## src/include/lsu_defs.svh

```systemverilog
`ifndef LSU_DEFS_SVH
`define LSU_DEFS_SVH

// load width and signedness, 3-bit code
`define LSU_LD_B   3'd0 // signed byte
`define LSU_LD_BU  3'd1 // unsigned byte
`define LSU_LD_H   3'd2 // signed halfword
`define LSU_LD_HU  3'd3 // unsigned halfword
`define LSU_LD_W   3'd4 // full word

`define LSU_LD_OP_W 3

`endif
```

## src/rtl/lsu_pkg.sv

```systemverilog
package lsu_pkg;

    `include "lsu_defs.svh"

    localparam int XLEN   = 32; // data and address width
    localparam int REG_AW = 5;  // 32 architectural registers

    typedef logic [XLEN-1:0]   xlen_t;
    typedef logic [REG_AW-1:0] reg_addr_t;

    // load width and sign handling
    typedef enum logic [`LSU_LD_OP_W-1:0] {
        LD_B  = `LSU_LD_B,
        LD_BU = `LSU_LD_BU,
        LD_H  = `LSU_LD_H,
        LD_HU = `LSU_LD_HU,
        LD_W  = `LSU_LD_W
    } ld_op_e;

endpackage

```

## src/rtl/lsu_pipe_top.sv

```systemverilog
`timescale 1ns/1ps

module lsu_pipe_top (
    input  logic                clk,
    input  logic                resetn,
    input  logic                flush,
    // execute side
    input  logic                ex_valid,
    input  lsu_pkg::xlen_t      ex_pc,
    input  lsu_pkg::xlen_t      ex_alu_result,
    input  logic                ex_rf_we,
    input  lsu_pkg::reg_addr_t  ex_rf_waddr,
    input  logic                ex_is_load,
    input  lsu_pkg::ld_op_e     ex_ld_op,
    output logic                mem_allowin,
    // data SRAM response
    input  logic                data_sram_data_ok,
    input  lsu_pkg::xlen_t      data_sram_rdata,
    // forwarding to decode
    output logic                fwd_we,
    output lsu_pkg::reg_addr_t  fwd_waddr,
    output lsu_pkg::xlen_t      fwd_wdata,
    // retire slot and register write port
    input  logic                retire_ready,
    output logic                retire_valid,
    output lsu_pkg::xlen_t      retire_pc,
    output logic                rf_we,
    output lsu_pkg::reg_addr_t  rf_waddr,
    output lsu_pkg::xlen_t      rf_wdata
);

    logic               wb_allowin;
    logic               mem_to_wb_valid;
    lsu_pkg::xlen_t     mem_pc;
    logic               mem_rf_we;
    lsu_pkg::reg_addr_t mem_rf_waddr;
    lsu_pkg::xlen_t     mem_rf_wdata;

    mem_stage u_mem_stage (
        .clk               (clk),
        .resetn            (resetn),
        .flush             (flush),
        .ex_valid          (ex_valid),
        .ex_pc             (ex_pc),
        .ex_alu_result     (ex_alu_result),
        .ex_rf_we          (ex_rf_we),
        .ex_rf_waddr       (ex_rf_waddr),
        .ex_is_load        (ex_is_load),
        .ex_ld_op          (ex_ld_op),
        .mem_allowin       (mem_allowin),
        .data_sram_data_ok (data_sram_data_ok),
        .data_sram_rdata   (data_sram_rdata),
        .wb_allowin        (wb_allowin),
        .mem_to_wb_valid   (mem_to_wb_valid),
        .mem_pc            (mem_pc),
        .mem_rf_we         (mem_rf_we),
        .mem_rf_waddr      (mem_rf_waddr),
        .mem_rf_wdata      (mem_rf_wdata),
        .fwd_we            (fwd_we),
        .fwd_waddr         (fwd_waddr),
        .fwd_wdata         (fwd_wdata)
    );

    wb_stage u_wb_stage (
        .clk             (clk),
        .resetn          (resetn),
        .mem_to_wb_valid (mem_to_wb_valid),
        .mem_pc          (mem_pc),
        .mem_rf_we       (mem_rf_we),
        .mem_rf_waddr    (mem_rf_waddr),
        .mem_rf_wdata    (mem_rf_wdata),
        .wb_allowin      (wb_allowin),
        .retire_ready    (retire_ready),
        .retire_valid    (retire_valid),
        .retire_pc       (retire_pc),
        .rf_we           (rf_we),
        .rf_waddr        (rf_waddr),
        .rf_wdata        (rf_wdata)
    );

endmodule

```

## src/rtl/wb_stage.sv

```systemverilog
`timescale 1ns/1ps

module wb_stage (
    input  logic                clk,
    input  logic                resetn,
    // from memory-access stage
    input  logic                mem_to_wb_valid,
    input  lsu_pkg::xlen_t      mem_pc,
    input  logic                mem_rf_we,
    input  lsu_pkg::reg_addr_t  mem_rf_waddr,
    input  lsu_pkg::xlen_t      mem_rf_wdata,
    output logic                wb_allowin,
    // retire slot and register write port
    input  logic                retire_ready,
    output logic                retire_valid,
    output lsu_pkg::xlen_t      retire_pc,
    output logic                rf_we,
    output lsu_pkg::reg_addr_t  rf_waddr,
    output lsu_pkg::xlen_t      rf_wdata
);

    logic               wb_valid;
    logic               wb_rf_we;
    lsu_pkg::xlen_t     wb_pc;
    lsu_pkg::reg_addr_t wb_rf_waddr;
    lsu_pkg::xlen_t     wb_rf_wdata;

    assign wb_allowin = ~wb_valid | retire_ready; // empty or leaving

    always_ff @(posedge clk) begin
        if (!resetn) begin
            wb_valid <= 1'b0;
        end else if (wb_allowin) begin
            wb_valid <= mem_to_wb_valid;
        end
    end

    always_ff @(posedge clk) begin
        if (mem_to_wb_valid && wb_allowin) begin
            wb_pc       <= mem_pc;
            wb_rf_we    <= mem_rf_we;
            wb_rf_waddr <= mem_rf_waddr;
            wb_rf_wdata <= mem_rf_wdata;
        end
    end

    assign retire_valid = wb_valid;
    assign retire_pc    = wb_pc;

    // write only on retirement, x0 is hard-wired to zero
    assign rf_we    = wb_valid & retire_ready & wb_rf_we & (wb_rf_waddr != '0);
    assign rf_waddr = wb_rf_waddr;
    assign rf_wdata = wb_rf_wdata;

    // an offered slot stays put until taken
    a_retire_hold : assert property (
        @(posedge clk) disable iff (!resetn)
        (retire_valid && !retire_ready) |=>
            (retire_valid && $stable({retire_pc, rf_waddr, rf_wdata}))
    );

endmodule

```

## src/rtl/mem_stage.sv

```systemverilog
`timescale 1ns/1ps

module mem_stage (
    input  logic                clk,
    input  logic                resetn,
    input  logic                flush,
    // from execute
    input  logic                ex_valid,
    input  lsu_pkg::xlen_t      ex_pc,
    input  lsu_pkg::xlen_t      ex_alu_result,
    input  logic                ex_rf_we,
    input  lsu_pkg::reg_addr_t  ex_rf_waddr,
    input  logic                ex_is_load,
    input  lsu_pkg::ld_op_e     ex_ld_op,
    output logic                mem_allowin,
    // data SRAM read response
    input  logic                data_sram_data_ok,
    input  lsu_pkg::xlen_t      data_sram_rdata,
    // to write-back
    input  logic                wb_allowin,
    output logic                mem_to_wb_valid,
    output lsu_pkg::xlen_t      mem_pc,
    output logic                mem_rf_we,
    output lsu_pkg::reg_addr_t  mem_rf_waddr,
    output lsu_pkg::xlen_t      mem_rf_wdata,
    // forwarding to decode
    output logic                fwd_we,
    output lsu_pkg::reg_addr_t  fwd_waddr,
    output lsu_pkg::xlen_t      fwd_wdata
);

    logic               mem_valid;
    logic               resp_wait;  // load issued and its response still owed
    logic               buf_valid;
    lsu_pkg::xlen_t     resp_buf;
    lsu_pkg::xlen_t     mem_alu_result;
    logic               mem_is_load;
    lsu_pkg::ld_op_e    mem_ld_op;
    lsu_pkg::xlen_t     resp_word;
    lsu_pkg::xlen_t     load_data;
    logic               resp_now;
    logic               ready_go;
    logic               accept;
    logic               move_on;

    assign resp_now = resp_wait & data_sram_data_ok;
    assign ready_go = ~mem_is_load | buf_valid | resp_now;

    // a flushed load still owes its response, so hold off new work until it lands
    assign mem_allowin = ~flush & ((~mem_valid & (~resp_wait | data_sram_data_ok))
                                   | (ready_go & wb_allowin));
    assign accept      = ex_valid & mem_allowin;

    assign mem_to_wb_valid = mem_valid & ready_go & ~flush;
    assign move_on         = mem_to_wb_valid & wb_allowin;

    always_ff @(posedge clk) begin
        if (!resetn) begin
            mem_valid <= 1'b0;
        end else if (flush) begin
            mem_valid <= 1'b0;
        end else if (mem_allowin) begin
            mem_valid <= ex_valid;
        end
    end

    always_ff @(posedge clk) begin
        if (!resetn) begin
            resp_wait <= 1'b0;
        end else if (accept) begin
            resp_wait <= ex_is_load;
        end else if (data_sram_data_ok) begin
            resp_wait <= 1'b0;
        end
    end

    // keep the response while write-back is stalled
    always_ff @(posedge clk) begin
        if (!resetn) begin
            buf_valid <= 1'b0;
        end else if (move_on || flush) begin
            buf_valid <= 1'b0;
        end else if (resp_now && mem_valid) begin
            buf_valid <= 1'b1;
        end
    end

    always_ff @(posedge clk) begin
        if (resp_now && !buf_valid) begin
            resp_buf <= data_sram_rdata;
        end
    end

    always_ff @(posedge clk) begin
        if (accept) begin
            mem_pc         <= ex_pc;
            mem_alu_result <= ex_alu_result;
            mem_rf_we      <= ex_rf_we;
            mem_rf_waddr   <= ex_rf_waddr;
            mem_is_load    <= ex_is_load;
            mem_ld_op      <= ex_ld_op;
        end
    end

    assign resp_word = buf_valid ? resp_buf : data_sram_rdata; // raw word passes through

    load_align u_load_align (
        .rdata    (resp_word),
        .byte_off (mem_alu_result[1:0]),
        .ld_op    (mem_ld_op),
        .ldata    (load_data)
    );

    assign mem_rf_wdata = mem_is_load ? load_data : mem_alu_result;

    assign fwd_we    = mem_valid & mem_rf_we & ready_go; // value final only
    assign fwd_waddr = mem_rf_waddr;
    assign fwd_wdata = mem_rf_wdata;

    // responses only arrive for a load that issued and has not been answered
    a_no_stray_resp : assert property (
        @(posedge clk) disable iff (!resetn)
        data_sram_data_ok |-> resp_wait
    );

    // a buffered word belongs to the answered load still held in the stage
    a_buf_owned : assert property (
        @(posedge clk) disable iff (!resetn)
        buf_valid |-> (mem_valid && mem_is_load && !resp_wait)
    );

    a_payload_hold : assert property (
        @(posedge clk) disable iff (!resetn)
        (mem_to_wb_valid && !wb_allowin && !flush) |=>
            $stable({mem_pc, mem_rf_we, mem_rf_waddr, mem_rf_wdata})
    );

endmodule

```

## src/rtl/load_align.sv

```systemverilog
`timescale 1ns/1ps

module load_align (
    input  lsu_pkg::xlen_t  rdata,
    input  logic [1:0]      byte_off,
    input  lsu_pkg::ld_op_e ld_op,
    output lsu_pkg::xlen_t  ldata
);

    logic [7:0]  byte_sel;
    logic [15:0] half_sel;

    // byte lane from the low address bits
    always_comb begin
        case (byte_off)
            2'd0:    byte_sel = rdata[7:0];
            2'd1:    byte_sel = rdata[15:8];
            2'd2:    byte_sel = rdata[23:16];
            default: byte_sel = rdata[31:24];
        endcase
    end

    assign half_sel = byte_off[1] ? rdata[31:16] : rdata[15:0]; // bit 0 ignored

    always_comb begin
        case (ld_op)
            lsu_pkg::LD_B: begin
                ldata = {{(lsu_pkg::XLEN-8){byte_sel[7]}}, byte_sel};
            end
            lsu_pkg::LD_BU: begin
                ldata = {{(lsu_pkg::XLEN-8){1'b0}}, byte_sel};
            end
            lsu_pkg::LD_H: begin
                ldata = {{(lsu_pkg::XLEN-16){half_sel[15]}}, half_sel};
            end
            lsu_pkg::LD_HU: begin
                ldata = {{(lsu_pkg::XLEN-16){1'b0}}, half_sel};
            end
            default: begin
                ldata = rdata; // LD_W, whole word
            end
        endcase
    end

endmodule

```

## config.mk

```make
export PLATFORM = sky130hd
export DESIGN_NAME = lsu_pipe_top
export DESIGN_NICKNAME = d
export VERILOG_FILES = /design/src/rtl/lsu_pkg.sv /design/src/rtl/lsu_pipe_top.sv /design/src/rtl/wb_stage.sv /design/src/rtl/mem_stage.sv /design/src/rtl/load_align.sv
export VERILOG_INCLUDE_DIRS = /design/src /design/src/include
export SDC_FILE = /design/constraint.sdc
export NUM_CORES = 1
export LEC_CHECK = 0
export ABC_AREA = 1
export CAP_MARGIN = 40
export CORE_ASPECT_RATIO = 1.25
export CORE_MARGIN = 3
export CORE_UTILIZATION = 25
export CTS_CLUSTER_SIZE = 28
export DETAILED_ROUTE_END_ITERATION = 8
export DONT_BUFFER_PORTS = 1
export PLACE_DENSITY_LB_ADDON = 0.15
export SLEW_MARGIN = 20
export SYNTH_ARGS = -nofsm -noshare
export SYNTH_HDL_FRONTEND = slang
export SYNTH_SLANG_ARGS = --single-unit
export TNS_END_PERCENT = 10
```

## constraint.sdc

```tcl
create_clock -name clk -period 3.9 [get_ports clk]
set_input_delay 0.195 -clock clk [delete_from_list [all_inputs] [get_ports clk]]
set_output_delay 0.195 -clock clk [all_outputs]
set_load 0.005 [all_outputs]
```

==> results.sh, run 1 <==
export IMPL_clkTransAtPathRegs_ns=0.08
export IMPL_drt_initial_drc_count=275
export IMPL_drive_gt1_share_pct=11.6
export IMPL_swShare_pct=21.7
export IMPL_seqPwrFrac_pct=51.8
export IMPL_coreArea_mm2=0.0279
export IMPL_num_io_pins=222
export IMPL_setup_viol=0
export IMPL_endpoint_kind="output port"
export IMPL_nNetsFinal=797
export IMPL_max_freq_mhz=323
export IMPL_yosysTopAreaCell="edfxtp_1"
export IMPL_intPower_mw=3.33
export IMPL_hold_buffers=112
export IMPL_p_comb_share_pct=6.8
export IMPL_irDropWorstVdd_v=0.000274
export IMPL_yosys_top_cells_area="edfxtp_1 74%, nand2_1 6.8%, inv_1 3.0%"
export IMPL_wl_per_cell_um=18.9
export IMPL_finClkSkew_ns=0.0116
export IMPL_dpl_hpwl_um=13900
export IMPL_grt_use_total_pct=12.9
export IMPL_die_y_um=195
export IMPL_critPathKind="reg -> out"
export IMPL_power_total_mw=4.26
export IMPL_ctsResizeCount=0
export IMPL_cts_tree="built"
export IMPL_synth_top_cells_by_count="176 x edfxtp_1, 129 x nand2_1, 57 x inv_1"
export IMPL_first_pass_iters=6
export IMPL_rows=68
export IMPL_synth_edf_count=176
export IMPL_pwr_share_clk_pct=41.4
export IMPL_ys_flop_type="edfxtp_1"
export IMPL_post_cts_setup_buffers=0
export IMPL_port_buffers=0
export IMPL_hold_viol=0
export IMPL_power_density_mw_per_mm2=456
export IMPL_drt_total_wl_um=19800
export IMPL_outcome="finished, final reports clean"
export IMPL_p_sw_uw=925
export IMPL_root_buffer="clkbuf_16"
export IMPL_slew_viol_final=0
export IMPL_required_ns=3.70
export IMPL_yosysMostFrequentCell="edfxtp_1"
export IMPL_leakagePower_nw=3.49
export IMPL_grt_antenna_before_repair=0
export IMPL_ant_nets=0
export IMPL_synth_top_area_share_pct=73.9
export IMPL_cts_buffers_inserted=17
export IMPL_whs_ns=0.0952
export IMPL_tightest_slew_ns=0.752
export IMPL_area_delta_synth_final_pct=30.4
export IMPL_dieArea_mm2=0.0307
export IMPL_die_width_um=157
export IMPL_grt_overflow=0
export IMPL_grt_pass1_wl_um=29000
export IMPL_place_area_mm2=0.00760
export IMPL_ys_ff_latch=180
export IMPL_hold_path_class="in -> reg"
export IMPL_critPathArrivalTime_ns=2.91
export IMPL_synth_cells=566
export IMPL_syn_area_per_cell_um2=12.6
export IMPL_drc=0
export IMPL_htreeDepth=4
export IMPL_fillerInstances=2803
export IMPL_gp_congestion=0.817
export IMPL_design_area_mm2=0.00932
export IMPL_cts_path_max_buffers=2
export IMPL_vias=4551
export IMPL_clock_sinks=180
export IMPL_first_global_vias=4647
export IMPL_start_util_pct=25.6
export IMPL_period_share_pct=79.5
export IMPL_synth_cell_type_count=27
export IMPL_min_period_ns=3.10
export IMPL_syn_cell_area_mm2=0.00715
export IMPL_syn_nets=678
export IMPL_insertion_delay_ns=0.43
export IMPL_crit_fanout=22
export IMPL_slew_limit_headroom_pct=49.5
export IMPL_yosys_warnings=0
export IMPL_vias_per_cell=4.34
export IMPL_async_flop_share_pct=0
export IMPL_rsz0062_at_grt="false"
export IMPL_synth_seq_area_share_pct=75.0
export IMPL_antenna_cells=0
export IMPL_grt_max_degree=49
export IMPL_setup_tns_ns=0
export IMPL_startpoint_type="flop"
export IMPL_final_util_pct=33.4
export IMPL_drv_cap=0
-- cell families (layout without fill, tap and decap cells) --
group	after synthesis	after routing	synth area share, %
simple gates	235	235	14.5
buf+inv	80	212	4.76
compound gates	71	71	5.70
flops	180	180	75.0
-- state kept, by name, indices dropped and copies added, names as in the netlist, 3 cells and up --
| name | count |
|---|---|
| u_mem_stage.mem_alu_result | 32 |
| u_mem_stage.mem_ld_op | 3 |
| u_wb_stage.rf_wdata | 32 |
| u_mem_stage.resp_buf | 32 |
| u_wb_stage.rf_waddr | 5 |
| u_wb_stage.retire_pc | 32 |
| u_mem_stage.fwd_waddr | 5 |
| u_mem_stage.mem_pc | 32 |
-- power groups by stage --
stage	sequential (mW)	clock, mW	combinational [mW]
final	2.20	1.76	0.289
after global routing	2.21	1.90	0.323
after CTS	2.20	1.82	0.296
after detailed placement	2.25	0	0.198
after global placement	2.25	0	0.193
after floorplan	2.24	0	0.135
-- layout make-up --
cell class | count | area [µm²] | area share [%]
Inverter | 60 | 228 | 2.44
Tap cell | 350 | 438 | 4.70
Clock inverter | 14 | 178 | 1.91
Sequential cell | 180 | 5370 | 57.6
Timing Repair Buffer | 120 | 1230 | 13.2
Clock buffer | 18 | 429 | 4.60
Multi-Input combinational cell | 306 | 1450 | 15.6
-- metrics by stage --
step                cells  setup slack [ns]
finish               1048             0.799
detailed placement    904              1.28
global route         1048             0.498
CTS                  1048             0.803
floorplan             566              1.13
global placement      902              1.34
-- critical path: stages, from the launching register on --
cell,delay (ns)
edfxtp_1,0.81
clkinv_1,0.60
o21ai_1,0.60
a21oi_1,0.14
a21oi_1,0.30
-- routing by layer --
metal / vias up / GRT usage, % / wire (µm)
met5: - / 0 / 0
met4: 0 / 3.63 / 242
met3: 18 / 5.48 / 1600
met2: 180 / 21.1 / 9830
met1: 2164 / 15.5 / 8170
li1: 2189 / - / -
-- cells in the final DEF (no fill, tap or decap), drive strengths merged, types with 4 or more instances in the layout --
| master | netlist | layout |
|---|---|---|
| edfxtp | 176 | 176 |
| nand2 | 134 | 134 |
| dlygate4sd3 | 0 | 112 |
| inv | 59 | 60 |
| a21oi | 48 | 48 |
| nand3 | 40 | 40 |
| nor2 | 37 | 37 |
| clkbuf | 9 | 18 |
| or2 | 17 | 17 |
| o21ai | 13 | 13 |
| clkinv | 1 | 9 |
| buf | 11 | 8 |
| o211ai | 7 | 7 |
| dfxtp | 4 | 4 |
-- final timing paths --
check                      startpoint                 endpoint  slack (ns)  depth (start not counted)
min reg2reg     u_mem_stage.mem_pc[7]  u_wb_stage.retire_pc[7]        0.42                          0
max          u_mem_stage.mem_ld_op[2]             fwd_wdata[3]        0.80                          4
max reg2reg  u_mem_stage.mem_ld_op[2]   u_wb_stage.rf_wdata[3]        1.23                          4
min                          ex_valid    u_mem_stage.resp_wait         0.1                          3
(Power assumes the default switching activity.)
==> run 2, diff against run 1 <==
- ABC_AREA: 1 -> 0
- clock period: 3.9 -> 2.74 ns (I/O delays scaled with it)
==> run 2 against run 1 <==
Net effect: combinational power up 46%; flip-flop and latch count unchanged; via count down 7.2%; first-iteration DRC count down 9.5%; sequential share of layout area down 0.20 points; cell area up 0.35%; non-clock buffer count up 29; count of clock-buffer cells in the layout unchanged; largest power group unchanged.
==> results.sh, run 2 <==
export IMPL_intPower_mw=4.68
export IMPL_htreeDepth=4
export IMPL_nNetsFinal=675
export IMPL_grt_pass1_wl_um=28400
export IMPL_synth_cells=417
export IMPL_yosys_warnings=0
export IMPL_max_freq_mhz=376
export IMPL_synth_seq_area_share_pct=77.0
export IMPL_power_total_mw=6.00
export IMPL_clock_sinks=180
export IMPL_swShare_pct=22.0
export IMPL_gp_congestion=0.751
export IMPL_seqPwrFrac_pct=52.2
export IMPL_hold_path_class="in -> reg"
export IMPL_cts_tree="built"
export IMPL_cts_buffers_inserted=17
export IMPL_cts_path_max_buffers=2
export IMPL_synth_top_area_share_pct=75.8
export IMPL_yosysTopAreaCell="edfxtp_1"
export IMPL_setup_viol=0
export IMPL_drt_total_wl_um=19200
export IMPL_outcome="finished, final reports clean"
export IMPL_num_io_pins=222
export IMPL_crit_fanout=11
export IMPL_syn_cell_area_mm2=0.00697
export IMPL_drive_gt1_share_pct=19.8
export IMPL_grt_antenna_before_repair=0
export IMPL_layout_commonest_cell="edfxtp_1"
export IMPL_insertion_delay_ns=0.43
export IMPL_fillerInstances=2661
export IMPL_power_density_mw_per_mm2=641
export IMPL_slew_limit_headroom_pct=54.7
export IMPL_hold_viol=0
export IMPL_ys_flop_type="edfxtp_1"
export IMPL_irDropWorstVdd_v=0.000438
export IMPL_yosys_top_cells_area="edfxtp_1 76%, mux2_2 4.5%, mux2i_1 4.0%"
export IMPL_first_global_vias=4486
export IMPL_async_flop_share_pct=0
export IMPL_die_y_um=193
export IMPL_first_pass_iters=5
export IMPL_final_cell_mix="176 x edfxtp_1, 110 x dlygate4sd3_1, 41 x nor2_1, 35 x buf_4"
export IMPL_drc=0
export IMPL_start_util_pct=25.7
export IMPL_coreArea_mm2=0.0272
export IMPL_syn_area_per_cell_um2=16.7
export IMPL_vias=4222
export IMPL_critPathArrivalTime_ns=2.52
export IMPL_finClkSkew_ns=0.00826
export IMPL_drv_cap=0
export IMPL_startpoint_type="flop"
export IMPL_ant_nets=0
export IMPL_synth_cell_type_count=35
export IMPL_grt_use_total_pct=12.7
export IMPL_endpoint_kind="output port"
export IMPL_max_stage_delay_ns=0.66
export IMPL_min_period_ns=2.66
export IMPL_tightest_slew_ns=0.679
export IMPL_grt_overflow=0
export IMPL_port_buffers=0
export IMPL_period_share_pct=97.1
export IMPL_required_ns=2.60
export IMPL_syn_nets=529
export IMPL_grt_max_degree=65
export IMPL_die_width_um=155
export IMPL_rows=67
export IMPL_rsz0062_at_grt="true"
export IMPL_wl_per_cell_um=20.9
export IMPL_dpl_hpwl_um=12900
export IMPL_critPathKind="reg -> out"
export IMPL_drt_initial_drc_count=249
export IMPL_antenna_cells=0
export IMPL_path_cells="mux4_2 > and3_4 > a31oi_4 > a31oi_1 > buf_4"
export IMPL_pwr_share_clk_pct=40.8
export IMPL_clkTransAtPathRegs_ns=0.08
export IMPL_p_sw_mw=1.32
export IMPL_dp_slack_ns=0.377
export IMPL_vias_per_cell=4.58
export IMPL_area_delta_synth_final_pct=34.3
export IMPL_slew_viol_final=0
export IMPL_root_buffer="clkbuf_16"
export IMPL_yosysMostFrequentCell="edfxtp_1"
export IMPL_dieArea_mm2=0.0299
export IMPL_synth_edf_count=176
export IMPL_leakagePower_nw=3.12
export IMPL_setup_ws_ns=0.0803
export IMPL_slowest_stage="edfxtp_1"
export IMPL_p_comb_share_pct=7.0
export IMPL_ys_ff_latch=180
export IMPL_synth_top_cells_by_count="176 x edfxtp_1, 41 x nor2_1, 28 x mux2_2, 28 x mux2i_1, 23 x a31oi_1"
run 2: layout make-up:
type                    instances  area (µm²)  share of cell area, %
clock buffers                  18         429                   4.59
inverters                       5        22.5                  0.241
well taps                     345         432                   4.61
repair buffers                149        1440                   15.3
multi-input cells             210        1520                   16.2
flip-flops and latches        180        5370                   57.4
clock inverters                14         151                   1.62
run 2: worst paths after layout:
path | startpoint | endpoint | slack (ns) | cells after the start
worst max register to register | u_mem_stage.mem_alu_result[1] | u_wb_stage.rf_wdata[8] | 0.54 | 4
worst min register to register | u_mem_stage.mem_pc[30] | u_wb_stage.retire_pc[30] | 0.42 | 0
worst max-delay path | u_mem_stage.mem_alu_result[1] | fwd_wdata[8] | 0.08 | 5
worst min-delay path | retire_ready | u_mem_stage.buf_valid | 0.04 | 3
run 2: worst max-delay path, delay by kind of cell, from the launching register on:
| kind | cells | cell delay [ns] |
|---|---|---|
| buffers and inverters | 1 | 0.22 |
| muxes | 1 | 0.44 |
| and+or+nand+nor | 1 | 0.20 |
| AOI/OAI and AO/OA | 2 | 0.56 |
| DFF | 1 | 0.66 |
run 2: power groups by stage:
stage	Clock, mW	Sequential (mW)	Combinational (mW)
3_3_place_gp	0	3.19	0.284
5_1_grt	2.64	3.13	0.461
3_5_place_dp	0	3.19	0.285
6_report	2.45	3.13	0.421
4_1_cts	2.54	3.13	0.422
2_1_floorplan	0	3.18	0.175
run 2: logic make-up after synthesis:
| logic type | Yosys count | share of synthesized area (%) |
|---|---|---|
| and+or+nand+nor | 83 | 5.39 |
| AOI/OAI and AO/OA | 70 | 6.95 |
| buffers and inverters | 27 | 1.81 |
| muxes | 57 | 8.87 |
| DFF | 180 | 77.0 |
run 2: routing by layer:
layer  share of wire [%]  GRT usage [%]  vias up  wire length [µm]
li1                    -              -     1919                 -
met1                  40           15.2     2109              7690
met2                  51           21.8      187              9800
met3                 8.2           4.62        7              1580
met4                0.88           3.44        0               170
met5                   0              0        -                 0
run 2: timing repair:
item                       in CTS  in global routing
buffers inserted                0                  1
hold endpoints to repair      110                  0
setup endpoints to repair      18                 23
cloned                          0                  0
pin swaps                       1                  1
hold buffers                  110                  0
gates resized for setup         2                  0
run 2: through the flow:
stage / TNS [ns] / util [%] / cells / hold slack (ns) / cell area [µm²]
2_1_floorplan: -2.87 / - / 417 / 0.236 / 7000
3_3_place_gp: 0 / 28.1 / 777 / 0.236 / 7630
3_5_place_dp: 0 / 28.1 / 777 / 0.236 / 7630
4_1_cts: 0 / 34.3 / 919 / 0.00853 / 9320
5_1_grt: -0.464 / 34.4 / 921 / 0.0316 / 9360
6_report: 0 / 34.4 / 921 / 0.0379 / 9360
==> run 3, diff against run 2 <==
- CORE_MARGIN: 3 -> default
- CORE_UTILIZATION: 25 -> 51
==> run 3 against run 2 <==
Net effect: cell area down 2.5%; sequential share of layout area up 1.5 points; count of clock-buffer cells in the layout down 1; setup slack better by 0.097 ns; clock skew is 0.0024 ns lower; flip-flop and latch count is the same; core utilization up 34 points; sequential power barely moved; first-iteration DRC count grew 5.2%; maximum frequency grew 3.8%; clock power hardly changed; hold slack gained 0.039 ns; critical path type unchanged; critical endpoint is now fwd_wdata[9]; largest power group unchanged.
==> results.sh, run 3 (synthesis results as in run 2) <==
export IMPL_clock_sinks=180
export IMPL_slew_limit_headroom_pct=52.7
export IMPL_max_freq_mhz=390
export IMPL_final_cell_mix="176 x edfxtp_1, 111 x dlygate4sd3_1, 41 x nor2_1, 33 x buf_4"
export IMPL_leakagePower_nw=3.11
export IMPL_drc=0
export IMPL_root_buffer="clkbuf_16"
export IMPL_cp_num_buf_inv=1
export IMPL_vias_per_cell=5.65
export IMPL_cts_buffers_inserted=17
export IMPL_period_share_pct=93.5
export IMPL_rsz0062_at_grt="false"
export IMPL_gp_congestion=0.801
export IMPL_area_delta_synth_final_pct=30.9
export IMPL_hold_viol=0
export IMPL_final_cells=743
export IMPL_tightest_slew_ns=0.710
export IMPL_coreArea_mm2=0.0133
export IMPL_startpoint_type="flop"
export IMPL_drt_initial_drc_count=262
export IMPL_critPathKind="reg -> out"
export IMPL_start_util_pct=52.4
export IMPL_finClkSkew_ns=0.00585
export IMPL_vias=4199
export IMPL_endpoint_kind="output port"
export IMPL_ant_nets=0
export IMPL_num_io_pins=222
export IMPL_power_density_mw_per_mm2=656
export IMPL_die_y_um=133
export IMPL_grt_max_degree=65
export IMPL_insertion_delay_ns=0.43
export IMPL_dpl_cell_count=599
export IMPL_critPathTopFamily="multiplexers"
export IMPL_drt_total_wl_um=16500
export IMPL_drv_cap=0
export IMPL_first_pass_iters=7
export IMPL_dieArea_mm2=0.0141
export IMPL_wl_per_cell_um=22.2
export IMPL_htreeDepth=4
export IMPL_slew_viol_final=0
export IMPL_slowest_stage="mux4_2"
export IMPL_antenna_cells=0
export IMPL_min_period_ns=2.56
export IMPL_grt_overflow=0
export IMPL_critPathArrivalTime_ns=2.43
export IMPL_setup_viol=0
export IMPL_grt_use_total_pct=24.4
export IMPL_power_total_mw=5.98
export IMPL_nNetsFinal=671
export IMPL_dpl_hpwl_um=10200
export IMPL_hold_path_class="in -> reg"
export IMPL_cts_path_max_buffers=2
export IMPL_required_ns=2.60
export IMPL_die_width_um=107
export IMPL_path_cells="mux4_2 > and3_4 > a31oi_4 > a31oi_1 > buf_4"
export IMPL_first_global_vias=4420
export IMPL_clkTransAtPathRegs_ns=0.07
export IMPL_irDropWorstVdd_v=0.000488
export IMPL_cts_tree="built"
export IMPL_rows=47
export IMPL_grt_pass1_wl_um=24900
export IMPL_max_stage_delay_ns=0.59
export IMPL_layout_commonest_cell="edfxtp_1"
export IMPL_crit_fanout=11
export IMPL_grt_antenna_before_repair=0
export IMPL_port_buffers=0
export IMPL_drive_gt1_share_pct=19.6
export IMPL_outcome="finished, final reports clean"
==> run 3: metrics by stage <==
stage | hold WS [ns] | util, % | setup slack [ns] | setup TNS (ns) | cell area, µm²
2_1_floorplan | 0.236 | - | -0.0410 | -2.87 | 7000
3_3_place_gp | 0.236 | 55.4 | 0.527 | 0 | 7370
3_5_place_dp | 0.236 | 55.4 | 0.485 | 0 | 7370
4_1_cts | 0.0552 | 68.4 | 0.0118 | 0 | 9080
5_1_grt | 0.0649 | 68.7 | 0.0126 | 0 | 9130
6_report | 0.0769 | 68.7 | 0.177 | 0 | 9130
==> run 3: repair_timing <==
item / in CTS / in global routing
hold endpoints to repair: 110 / 0
buffers inserted: 0 / 1
hold buffers: 111 / 0
resized for setup: 0 / 4
setup endpoints to repair: 0 / 25
==> run 3: final timing paths <==
kind              cells after the start                    from                       end  slack, ns
hold / removal                        3                ex_valid     u_mem_stage.mem_valid       0.08
setup / recovery                      5   u_mem_stage.buf_valid              fwd_wdata[9]       0.18
hold reg to reg                       0  u_mem_stage.mem_pc[12]  u_wb_stage.retire_pc[12]       0.42
setup reg to reg                      4   u_mem_stage.buf_valid    u_wb_stage.rf_wdata[4]       0.46
==> run 3: cell type report <==
type                    instances  area (µm²)
well taps                     171         214
flip-flops and latches        180        5370
clock buffers                  17         425
repair buffers                145        1380
multi-input cells             210        1530
inverters                       5        22.5
fillers                       913        4170
clock inverters                15         183
==> run 3: power by group <==
group	total (mW)	internal [mW]	leakage (nW)	switching [mW]
Sequential	3.12	3.10	1.65	0.0263
Clock	2.45	1.32	0.299	1.13
Combinational	0.408	0.215	1.17	0.193
Total	5.98	4.63	3.11	1.35
==> run 3: metal layers <==
layer	share of wire, %	global-route usage [%]	vias up
li1	-	-	1923
met1	36	27.8	2059
met2	54	41.9	194
met3	8.4	9.16	23
met4	1.8	8.37	0
met5	0	0	-
==> run 3: worst reg2reg max path: cells and delay by family, from the launching register on <==
| kind | cells | cell delay [ns] |
|---|---|---|
| compound gates | 2 | 0.61 |
| buf+inv | 1 | 0.46 |
| flops | 1 | 0.45 |
| mux | 1 | 0.45 |
